[src/hw/net_hdr_pkg.sv]
`default_nettype none

package net_hdr_pkg;

  // Lengths are kept 16 bits wide so they compare directly with byte counters
  localparam logic [15:0] UDP_HDR_LEN  = 16'd8;
  localparam logic [15:0] IPV4_HDR_LEN = 16'd20;
  localparam int          IPV4_HDR_WORDS = 10;

  localparam logic [3:0] IPV4_VERSION   = 4'd4;
  localparam logic [3:0] IPV4_IHL       = 4'd5; // No options, so always five words
  localparam logic [7:0] IPV4_PROTO_UDP = 8'd17;
  localparam logic [7:0] DEFAULT_TTL    = 8'd64;

  typedef struct packed {
    logic [15:0] src_port;
    logic [15:0] dst_port;
    logic [15:0] length;   // Header plus payload
    logic [15:0] checksum; // Zero means not computed
  } udp_hdr_t;

  typedef struct packed {
    logic [3:0]  ver;
    logic [3:0]  ihl;
    logic [7:0]  tos;
    logic [15:0] total_len;
    logic [15:0] id;
    logic [2:0]  flags;
    logic [12:0] frag_ofs;
    logic [7:0]  ttl;
    logic [7:0]  proto;
    logic [15:0] checksum;
    logic [31:0] src_ip;
    logic [31:0] dst_ip;
  } ipv4_hdr_t;

  // Word 9 holds version, IHL and TOS; word 4 holds the checksum
  typedef union packed {
    ipv4_hdr_t                             f;
    logic [IPV4_HDR_WORDS-1:0][15:0]       w;
  } ipv4_hdr_u;

endpackage : net_hdr_pkg

`default_nettype wire

[src/hw/tx_if_pkg.sv]
`default_nettype none

package tx_if_pkg;

  typedef struct packed {
    logic [7:0] dat;
    logic       val;
    logic       sof;
    logic       eof;
  } byte_strm_t;

  typedef struct packed {
    logic [15:0] src_port;
    logic [15:0] dst_port;
    logic [31:0] dst_ip;
    logic [15:0] pld_len; // Never zero
  } udp_meta_t;

  typedef struct packed {
    logic [31:0] dst_ip;
    logic [15:0] udp_len; // Includes the UDP header
  } ip_meta_t;

  typedef struct packed {
    logic [31:0] local_ip;
    logic [7:0]  ttl;
  } net_cfg_t;

  localparam logic CFG_ADDR_IP  = 1'b0;
  localparam logic CFG_ADDR_TTL = 1'b1;

endpackage : tx_if_pkg

`default_nettype wire

[src/hw/ipv4_tx.sv]
`timescale 1ns/10ps
`default_nettype none

module ipv4_tx (
  input  logic                  clk,
  input  logic                  fsm_rst,
  input  tx_if_pkg::net_cfg_t   cfg,
  input  logic                  ip_rdy,
  input  tx_if_pkg::ip_meta_t   ip_meta,
  output logic                  udp_req,
  input  tx_if_pkg::byte_strm_t udp_strm,
  output tx_if_pkg::byte_strm_t out_strm
);

  typedef enum logic [1:0] {
    IDLE,
    SUM,
    SEND
  } state_t;

  state_t                 state;
  net_hdr_pkg::ipv4_hdr_u hdr_q;
  logic [15:0]            tot_len_q;
  logic [15:0]            byte_cnt;
  logic [15:0]            id_cnt;
  logic [19:0]            sum_raw;
  logic [16:0]            sum_fold;
  logic [15:0]            csum;
  logic                   sending;
  logic                   hdr_phase;
  logic                   take_meta;
  logic                   frame_clr;

  assign take_meta = (state == IDLE) && ip_rdy;
  assign sending   = (state == SEND);
  assign hdr_phase = byte_cnt < net_hdr_pkg::IPV4_HDR_LEN;
  assign frame_clr = sending && (byte_cnt == tot_len_q - 16'd1);

  // Checksum field is still zero while the words are summed
  always_comb begin
    sum_raw = '0;
    for (int i = 0; i < net_hdr_pkg::IPV4_HDR_WORDS; i++) begin
      sum_raw = sum_raw + {4'h0, hdr_q.w[i]};
    end
    sum_fold = {1'b0, sum_raw[15:0]} + {13'h0, sum_raw[19:16]};
    csum     = ~(sum_fold[15:0] + {15'h0, sum_fold[16]}); // End-around carry
  end

  always_ff @(posedge clk) begin
    if (fsm_rst || frame_clr) begin
      state    <= IDLE;
      byte_cnt <= '0;
    end
    else begin
      case (state)
        IDLE: begin
          if (ip_rdy) begin
            state <= SUM;
          end
        end
        SUM: begin
          state <= SEND;
        end
        SEND: begin
          byte_cnt <= byte_cnt + 16'd1;
        end
        default: begin
          state <= IDLE;
        end
      endcase
    end
  end

  always_ff @(posedge clk) begin
    if (fsm_rst) begin
      id_cnt <= '0;
    end
    else if (frame_clr) begin
      id_cnt <= id_cnt + 16'd1;
    end
  end

  always_ff @(posedge clk) begin
    if (take_meta) begin
      hdr_q.f.ver       <= net_hdr_pkg::IPV4_VERSION;
      hdr_q.f.ihl       <= net_hdr_pkg::IPV4_IHL;
      hdr_q.f.tos       <= '0;
      hdr_q.f.total_len <= net_hdr_pkg::IPV4_HDR_LEN + ip_meta.udp_len;
      hdr_q.f.id        <= id_cnt;
      hdr_q.f.flags     <= '0;
      hdr_q.f.frag_ofs  <= '0;
      hdr_q.f.ttl       <= cfg.ttl; // Config is sampled once per frame
      hdr_q.f.proto     <= net_hdr_pkg::IPV4_PROTO_UDP;
      hdr_q.f.checksum  <= '0;
      hdr_q.f.src_ip    <= cfg.local_ip;
      hdr_q.f.dst_ip    <= ip_meta.dst_ip;
      tot_len_q         <= net_hdr_pkg::IPV4_HDR_LEN + ip_meta.udp_len;
    end
    else if (state == SUM) begin
      hdr_q.f.checksum <= csum;
    end
    else if (sending && hdr_phase) begin
      hdr_q.w <= {hdr_q.w[9][7:0], hdr_q.w[8:0], 8'h00};
    end
  end

  // Raised with header byte 19 so the first UDP byte follows without a gap
  assign udp_req = sending
                && (byte_cnt >= net_hdr_pkg::IPV4_HDR_LEN - 16'd1)
                && (byte_cnt < tot_len_q - 16'd1);

  always_comb begin
    out_strm.dat = hdr_phase ? hdr_q.w[9][15:8] : udp_strm.dat;
    out_strm.val = sending;
    out_strm.sof = sending && (byte_cnt == 16'd0);
    out_strm.eof = frame_clr;
  end

  a_udp_byte_follows: assert property (
    @(posedge clk) disable iff (fsm_rst)
    udp_req |=> udp_strm.val
  );

  // The final byte of a frame always comes from the UDP side
  a_eof_val: assert property (
    @(posedge clk) disable iff (fsm_rst)
    out_strm.eof |-> udp_strm.val
  );

endmodule : ipv4_tx

`default_nettype wire

[src/hw/net_cfg_regs.sv]
`timescale 1ns/10ps
`default_nettype none

module net_cfg_regs (
  input  logic                clk,
  input  logic                fsm_rst,
  input  logic                cfg_wr,
  input  logic                cfg_addr,
  input  logic [31:0]         cfg_wdata,
  output tx_if_pkg::net_cfg_t cfg
);

  always_ff @(posedge clk) begin
    if (fsm_rst) begin
      cfg.local_ip <= '0;
      cfg.ttl      <= net_hdr_pkg::DEFAULT_TTL;
    end
    else if (cfg_wr) begin
      case (cfg_addr)
        tx_if_pkg::CFG_ADDR_IP: begin
          cfg.local_ip <= cfg_wdata;
        end
        tx_if_pkg::CFG_ADDR_TTL: begin
          cfg.ttl <= cfg_wdata[7:0]; // Upper bits are ignored
        end
      endcase
    end
  end

  // A zero TTL would make every router on the path drop the datagram
  a_ttl_nonzero: assert property (
    @(posedge clk) disable iff (fsm_rst)
    (cfg_wr && cfg_addr == tx_if_pkg::CFG_ADDR_TTL) |-> (cfg_wdata[7:0] != 8'd0)
  );

endmodule : net_cfg_regs

`default_nettype wire

[src/hw/udp_ip_tx_top.sv]
`timescale 1ns/10ps
`default_nettype none

module udp_ip_tx_top (
  input  logic                  clk,
  input  logic                  fsm_rst,
  input  logic                  cfg_wr,
  input  logic                  cfg_addr,
  input  logic [31:0]           cfg_wdata,
  input  logic                  app_rdy,
  input  tx_if_pkg::udp_meta_t  app_meta,
  output logic                  app_req,
  input  logic [7:0]            app_dat,
  output tx_if_pkg::byte_strm_t out_strm
);

  tx_if_pkg::net_cfg_t   cfg;
  tx_if_pkg::ip_meta_t   ip_meta;
  tx_if_pkg::byte_strm_t udp_strm;
  logic                  ip_rdy;
  logic                  udp_req;

  net_cfg_regs u_cfg (
    .clk       (clk),
    .fsm_rst   (fsm_rst),
    .cfg_wr    (cfg_wr),
    .cfg_addr  (cfg_addr),
    .cfg_wdata (cfg_wdata),
    .cfg       (cfg)
  );

  udp_tx u_udp (
    .clk      (clk),
    .fsm_rst  (fsm_rst),
    .app_rdy  (app_rdy),
    .app_meta (app_meta),
    .app_req  (app_req),
    .app_dat  (app_dat),
    .ip_rdy   (ip_rdy),
    .ip_meta  (ip_meta),
    .udp_req  (udp_req),
    .udp_strm (udp_strm)
  );

  ipv4_tx u_ipv4 (
    .clk      (clk),
    .fsm_rst  (fsm_rst),
    .cfg      (cfg),
    .ip_rdy   (ip_rdy),
    .ip_meta  (ip_meta),
    .udp_req  (udp_req),
    .udp_strm (udp_strm),
    .out_strm (out_strm)
  );

endmodule : udp_ip_tx_top

`default_nettype wire

[src/hw/udp_tx.sv]
`timescale 1ns/10ps
`default_nettype none

module udp_tx (
  input  logic                  clk,
  input  logic                  fsm_rst,
  input  logic                  app_rdy,
  input  tx_if_pkg::udp_meta_t  app_meta,
  output logic                  app_req,
  input  logic [7:0]            app_dat,
  output logic                  ip_rdy,
  output tx_if_pkg::ip_meta_t   ip_meta,
  input  logic                  udp_req,
  output tx_if_pkg::byte_strm_t udp_strm
);

  net_hdr_pkg::udp_hdr_t                     hdr_new;
  logic [net_hdr_pkg::UDP_HDR_LEN-1:0][7:0]  hdr_sr;
  logic [15:0]                               byte_cnt;
  logic                                      val_q;
  logic                                      hdr_phase;
  logic                                      take_meta;
  logic                                      frame_clr;

  // ip_rdy doubles as the busy flag of this block
  assign take_meta = app_rdy && !ip_rdy;
  assign hdr_phase = byte_cnt < net_hdr_pkg::UDP_HDR_LEN;
  assign frame_clr = val_q && (byte_cnt == ip_meta.udp_len - 16'd1); // Last UDP byte

  always_comb begin
    hdr_new.src_port = app_meta.src_port;
    hdr_new.dst_port = app_meta.dst_port;
    hdr_new.length   = net_hdr_pkg::UDP_HDR_LEN + app_meta.pld_len;
    hdr_new.checksum = '0;
  end

  always_ff @(posedge clk) begin
    if (fsm_rst || frame_clr) begin
      ip_rdy   <= 1'b0;
      val_q    <= 1'b0;
      byte_cnt <= '0;
    end
    else begin
      val_q <= udp_req; // One byte follows every request cycle
      if (val_q) begin
        byte_cnt <= byte_cnt + 16'd1;
      end
      if (take_meta) begin
        ip_rdy <= 1'b1;
      end
    end
  end

  always_ff @(posedge clk) begin
    if (take_meta) begin
      hdr_sr          <= hdr_new;
      ip_meta.dst_ip  <= app_meta.dst_ip;
      ip_meta.udp_len <= hdr_new.length;
    end
    else if (val_q && hdr_phase) begin
      hdr_sr <= {hdr_sr[net_hdr_pkg::UDP_HDR_LEN-2:0], 8'h00}; // MSB first
    end
  end

  // Requested while header byte 7 goes out, so payload byte 0 lands right after it
  assign app_req = val_q
                && (byte_cnt >= net_hdr_pkg::UDP_HDR_LEN - 16'd1)
                && (byte_cnt < ip_meta.udp_len - 16'd1);

  always_comb begin
    udp_strm.dat = hdr_phase ? hdr_sr[net_hdr_pkg::UDP_HDR_LEN-1] : app_dat;
    udp_strm.val = val_q;
    udp_strm.sof = 1'b0; // Framing marks are added by the IPv4 side
    udp_strm.eof = 1'b0;
  end

  // Payload requests only happen while the IPv4 side holds the frame open
  a_req_in_frame: assert property (
    @(posedge clk) disable iff (fsm_rst)
    app_req |-> ip_rdy
  );

  // A held app_rdy would start the same datagram again once this block is idle
  a_rdy_dropped: assert property (
    @(posedge clk) disable iff (fsm_rst)
    app_req |=> !app_rdy
  );

endmodule : udp_tx

`default_nettype wire

[config.mk]
export PLATFORM = sky130hd
export DESIGN_NAME = udp_ip_tx_top
export DESIGN_NICKNAME = d
export VERILOG_FILES = /design/src/hw/net_hdr_pkg.sv /design/src/hw/tx_if_pkg.sv /design/src/hw/ipv4_tx.sv /design/src/hw/net_cfg_regs.sv /design/src/hw/udp_ip_tx_top.sv /design/src/hw/udp_tx.sv
export SDC_FILE = /design/constraint.sdc
export NUM_CORES = 1
export LEC_CHECK = 0
export ABC_AREA = 1
export ABC_CLOCK_PERIOD_IN_PS = 7200
export BUFFER_PORTS_ARGS = -buffer_cell sky130_fd_sc_hd__buf_2
export CORE_MARGIN = 2
export CORE_UTILIZATION = 56
export DETAILED_ROUTE_END_ITERATION = 10
export GPL_TIMING_DRIVEN = 0
export PLACE_DENSITY = 0.83
export SYNTH_ARGS = -nofsm -noshare
export SYNTH_HDL_FRONTEND = slang
export SYNTH_HIERARCHICAL = 1
export SYNTH_SLANG_ARGS = --single-unit
[constraint.sdc]
create_clock -name clk -period 7.2 [get_ports clk]
set_input_delay 2.16 -clock clk [delete_from_list [all_inputs] [get_ports clk]]
set_output_delay 2.16 -clock clk [all_outputs]
set_load 0.02 [all_outputs]
==> out/summary.txt, run 1 <==
Mapped Area: 0.02147 mm^2
Post-Synthesis Cells: 2358
CTS Root Cell: clkbuf_16
Grt ovf: 0
Initial antenna violation count: 2
Routed WL per cell: 18.79 um
Die Wd: 199.8 um
Placer Congestion: 1.042
DP HPWL: 44.72 mm
Worst-Margin Slew: 891.9 ps
Crit-path max FO: 4
# rows: 71
Die height: 199.8 um
Minimum clock period: 7784 ps
Setup crit end kind: flop
Setup Skew: 18.88 ps
Final Max Tran Viols: 0
Critical path startpoint category: flop
Multi-input gate area: 0.01072 mm^2
Clk_lat worst skew: 540 ps
Vias: 17450
Avg Cell Area, Syn: 9.105 um^2
Slowest stage delay, CP: 640 ps
Required @ worst endpoint: 7600 ps
Fmax: 0.1285 GHz
Detailed Routing Iterations Pass 1: 6
Area of the die: 0.03992 mm^2
Global Route met3 Usage: 5.662%
Reg clk slew, reported paths: 60 ps
Final period utilization: 108.1%
Gr busiest metal: met2
Crit Path Category: reg -> reg
GRT met2 Usage: 47.80%
Yosys warnings: 6
Total wire length: 59.05 mm
GRT Overall Usage: 29.98%
DR DRC count: 0
Clock Path Buffers: 3
Iter 0 DRT Violations: 1860
Violated checks: setup timing
Boundary Pins: 137
Final worst slack: -584.5 ps
H-tree depth: 2
Dpl ws: -1184 ps
IO buf count: 135
Seq. cell area: 0.009449 mm^2
Final non-filler cell total: 3143
Antenna Violating Nets Remaining: 0
Final setup vio count: 11
CP Data Arrival Time: 8190 ps
First-pass GRT wire length: 91.07 mm
Post-layout nets: 2926
Ratio of cells with drive above 1 in the final layout: 20.22%
Core area: 0.03776 mm^2
Crit-path most repeated cell: nand2_2
Number of CTS-inserted buffers: 38
Placed Instances: 3007
Largest net degree at the start of global routing: 74
Fillers: 2871
Area delta synth->final: 16.97%
Max_cap viols: 0
Status: complete, but fails checks
Vias in the first global route: 16960
Initial Util: 56.87%
Final Hold Vio Count: 0
Min-delay worst type: reg -> reg
Clock Sinks: 364
M1 GR Usage: 40.83%
Max_slew headroom: 40.54%
CP max-delay cell: fa_2
Net Count, Synth: 2682
TritonCTS clock tree: yes
RSZ-0062 raised after global routing: yes
Vias per inst: 5.551
[final cells by class]
| cell class | instances | share of cell area [%] |
|---|---|---|
| multi-input combinational | 1549 | 42.69 |
| sequential | 364 | 37.62 |
| inverter | 375 | 5.625 |
| timing repair buffer | 204 | 4.947 |
| clock buffer | 57 | 4.529 |
| tap | 511 | 2.546 |
| buffer | 70 | 1.544 |
| clock inverter | 12 | 0.4833 |
| antenna | 1 | 0.009964 |
[timing repair]
action                     4_1_cts  5_1_grt
gates resized for setup         82       53
setup buffers                   50       17
setup endpoints to repair       15       15
hold buffers                     0        0
pin swaps                       68       89
[metrics by stage]
stage	hold slack, ps	instance area [um^2]	util [%]	setup TNS [ps]
2_1_floorplan	429.2	21480	-	0
3_3_place_gp	459.0	22790	60.37	-7674
3_5_place_dp	463.3	22880	60.60	-9364
4_1_cts	472.0	24830	65.76	-2691
5_1_grt	498.1	25110	66.51	-8136
6_report	476.4	25110	66.52	-4528
[state kept, by name, indices dropped and copies added, names as in the netlist]
register / cells
u_udp/ip_rdy: 1
u_udp/hdr_sr: 48
u_udp/ip_meta: 48
u_udp/val_q: 1
u_cfg/cfg: 40
u_ipv4/tot_len_q: 16
u_ipv4/state: 2
u_ipv4/byte_cnt: 16
u_ipv4/hdr_q: 160
u_udp/byte_cnt: 16
u_ipv4/id_cnt: 16
[layout by cell type (no fill, tap or decap), types with 47 or more instances in the layout]
cell type / instances
nand2_1: 509
inv_1: 346
edfxtp_1: 216
nor2_1: 167
buf_2: 149
dfxtp_1: 148
fa_1: 113
o21ai_0: 106
a21oi_1: 94
nand3_1: 85
buf_4: 76
ha_1: 58
nand3_2: 48
clkbuf_1: 47
[final timing paths]
kind	startpoint	end	slack [ps]	cells after the start
hold reg to reg	u_cfg/cfg[5]	u_cfg/cfg[5]	480	2
setup reg to reg	u_ipv4/hdr_q[140]	u_ipv4/hdr_q[74]	-580	38
setup / recovery	u_ipv4/hdr_q[140]	u_ipv4/hdr_q[74]	-580	38
hold / removal	u_cfg/cfg[5]	u_cfg/cfg[5]	480	2
[worst max-delay path, delay by kind of cell, from the launching register on]
family / cells / cell delay (ps)
xor gates and xnor gates: 1 / 170
AOI/OAI and AO/OA: 5 / 680
buffers and inverters: 3 / 150
DFF: 1 / 500
and+or+nand+nor: 19 / 2160
adders and majority gates: 10 / 3990
[per-layer routing]
metal	vias up	wire, um
met5	-	49
met4	4	2370
met3	145	5482
met2	841	27200
met1	8369	23950
li1	8089	-
Power of run 1 is left out: the tool's default activity adds up to more than one toggle a clock period on the data nets, which glitch-free logic cannot reach.
==> run 2, diff against run 1 <==
--- a/config.mk
+++ b/config.mk
@@ -6,13 +6,13 @@
 export NUM_CORES = 1
 export LEC_CHECK = 0
 export ABC_AREA = 1
-export ABC_CLOCK_PERIOD_IN_PS = 7200
+export ABC_CLOCK_PERIOD_IN_PS = 7400
 export BUFFER_PORTS_ARGS = -buffer_cell sky130_fd_sc_hd__buf_2
 export CORE_MARGIN = 2
-export CORE_UTILIZATION = 56
+export CORE_UTILIZATION = 62
 export DETAILED_ROUTE_END_ITERATION = 10
 export GPL_TIMING_DRIVEN = 0
-export PLACE_DENSITY = 0.83
+export PLACE_DENSITY = 0.87
 export SYNTH_ARGS = -nofsm -noshare
 export SYNTH_HDL_FRONTEND = slang
 export SYNTH_HIERARCHICAL = 1
==> constraint.sdc (replaced) <==
create_clock -name clk -period 7.4 [get_ports clk]
set_input_delay 2.22 -clock clk [delete_from_list [all_inputs] [get_ports clk]]
set_output_delay 2.22 -clock clk [all_outputs]
set_load 0.02 [all_outputs]
==> run 2 against run 1 <==
  * The flow still finishes with violations (setup timing)
  * Setup slack got worse by 240 ps
  * Critical path depth rose by 6
  * Largest cell class unchanged
  * Highest routed layer unchanged
  * Sequential share of layout area barely moved
  * Final cell count fell by 1.3%
  * Register-to-register slack got worse by 240 ps
  * Fmax fell by 5.4%
==> out/summary.txt, run 2 (synthesis results as in run 1) <==
Area of the die: 0.03613 mm^2
Commonest non-fill, non-tap cell in the layout: nand2_1
Routed WL per cell: 19.99 um
Ratio of cells with drive above 1 in the final layout: 20.37%
Max reg flops: 160
Final setup vio count: 14
Required @ worst endpoint: 7860 ps
GRT Overall Usage: 33.48%
RSZ-0062 raised after global routing: yes
Total wire length: 62.00 mm
Largest net degree at the start of global routing: 74
Die height: 190.1 um
Clk_lat worst skew: 540 ps
DP HPWL: 44.49 mm
Final Hold Vio Count: 0
# rows: 68
Initial Util: 62.62%
TritonCTS clock tree: yes
Final non-filler cell total: 3101
Most used cells in the layout excluding fill and tap cells: nand2_1 (513), inv_1 (342), edfxtp_1 (216)
H-tree depth: 2
Crit-path max FO: 6
Vias per inst: 5.882
Setup Skew: 17.06 ps
Placed Instances: 2951
Reg clk slew, reported paths: 60 ps
Minimum clock period: 8226 ps
Vias in the first global route: 17540
Hold Slack: 469.3 ps
Violated checks: setup timing
Critical path startpoint category: flop
Die Wd: 190.1 um
Area delta synth->final: 17.09%
Seq. cell area: 0.009449 mm^2
Slowest stage delay, CP: 650 ps
Grt ovf: 0
Initial antenna violation count: 1
Antenna Violating Nets Remaining: 0
First-pass GRT wire length: 92.94 mm
Post-layout nets: 2940
Number of CTS-inserted buffers: 39
CTS Root Cell: clkbuf_16
Final period utilization: 111.2%
Final worst slack: -826.2 ps
Fmax: 0.1216 GHz
CP Data Arrival Time: 8690 ps
Vias: 18240
Clock Sinks: 364
Min-delay worst type: reg -> reg
Iter 0 DRT Violations: 2211
Largest registers: u_ipv4/hdr_q (160), u_udp/hdr_sr (48), u_udp/ip_meta (48)
Max_slew headroom: 37.97%
Status: complete, but fails checks
IO buf count: 135
Clock Path Buffers: 3
Max_cap viols: 0
Multi-input gate area: 0.01069 mm^2
Setup crit end kind: flop
CP max-delay cell: fa_2
Crit Path Category: reg -> reg
Fillers: 2253
Core area: 0.03429 mm^2
DR DRC count: 0
Worst-Margin Slew: 930.5 ps
Placed instance area: 0.02280 mm^2
Detailed Routing Iterations Pass 1: 7
Largest Register: u_ipv4/hdr_q
Crit-path most repeated cell: nand2_2
Design Area, Final: 0.02514 mm^2
Ant. Diodes: 0
Placer Congestion: 0.9991
Boundary Pins: 137
Final Max Tran Viols: 0
==> run 2: critical path, delay by kind of cell, from the launching register on <==
family	cells	cell delay (ps)
xor+xnor	1	180
simple gates	26	3050
fa+ha+maj	9	3770
flops	1	340
buf+inv	4	220
compound gates	4	550
==> run 2: per-layer routing <==
layer	vias to the layer above	track usage, %	wire, um
li1	8120	-	-
met1	8586	44.10	23440
met2	1268	54.15	28570
met3	265	6.309	6537
met4	2	15.30	3452
met5	-	0	9
==> run 2: cell type report <==
type,count,area share [%]
buffer,70,1.543
clock buffer,49,4.116
clock inverter,22,1.035
inverter,375,5.619
multi-input combinational,1549,42.50
sequential,364,37.59
tap,455,2.265
timing repair buffer,217,5.331
==> run 2: final timing paths <==
kind	start	to	slack, ps	depth (start not counted)
hold reg to reg	u_cfg/cfg[5]	u_cfg/cfg[5]	470	2
setup / recovery	u_ipv4/hdr_q[3]	u_ipv4/hdr_q[76]	-830	44
setup reg to reg	u_ipv4/hdr_q[3]	u_ipv4/hdr_q[76]	-830	44
hold / removal	u_cfg/cfg[5]	u_cfg/cfg[5]	470	2
==> run 2: what timing repair did <==
| action | 4_1_cts | 5_1_grt |
|---|---|---|
| pin swaps | 99 | 36 |
| hold buffers | 0 | 0 |
| setup endpoints to repair | 15 | 15 |
| setup buffers | 65 | 14 |
| resized for setup | 105 | 28 |
==> run 2: per-stage QoR <==
step	utilization (%)	setup WS, ps	TNS, ps
after detailed placement	66.49	-1302	-10060
after global routing	73.32	-983.0	-10030
after floorplan	-	29.45	0
after global placement	66.25	-1158	-8346
after CTS	72.77	-234.2	-796.4
final	73.32	-826.2	-7369
Power of run 2 is left out for the same reason.
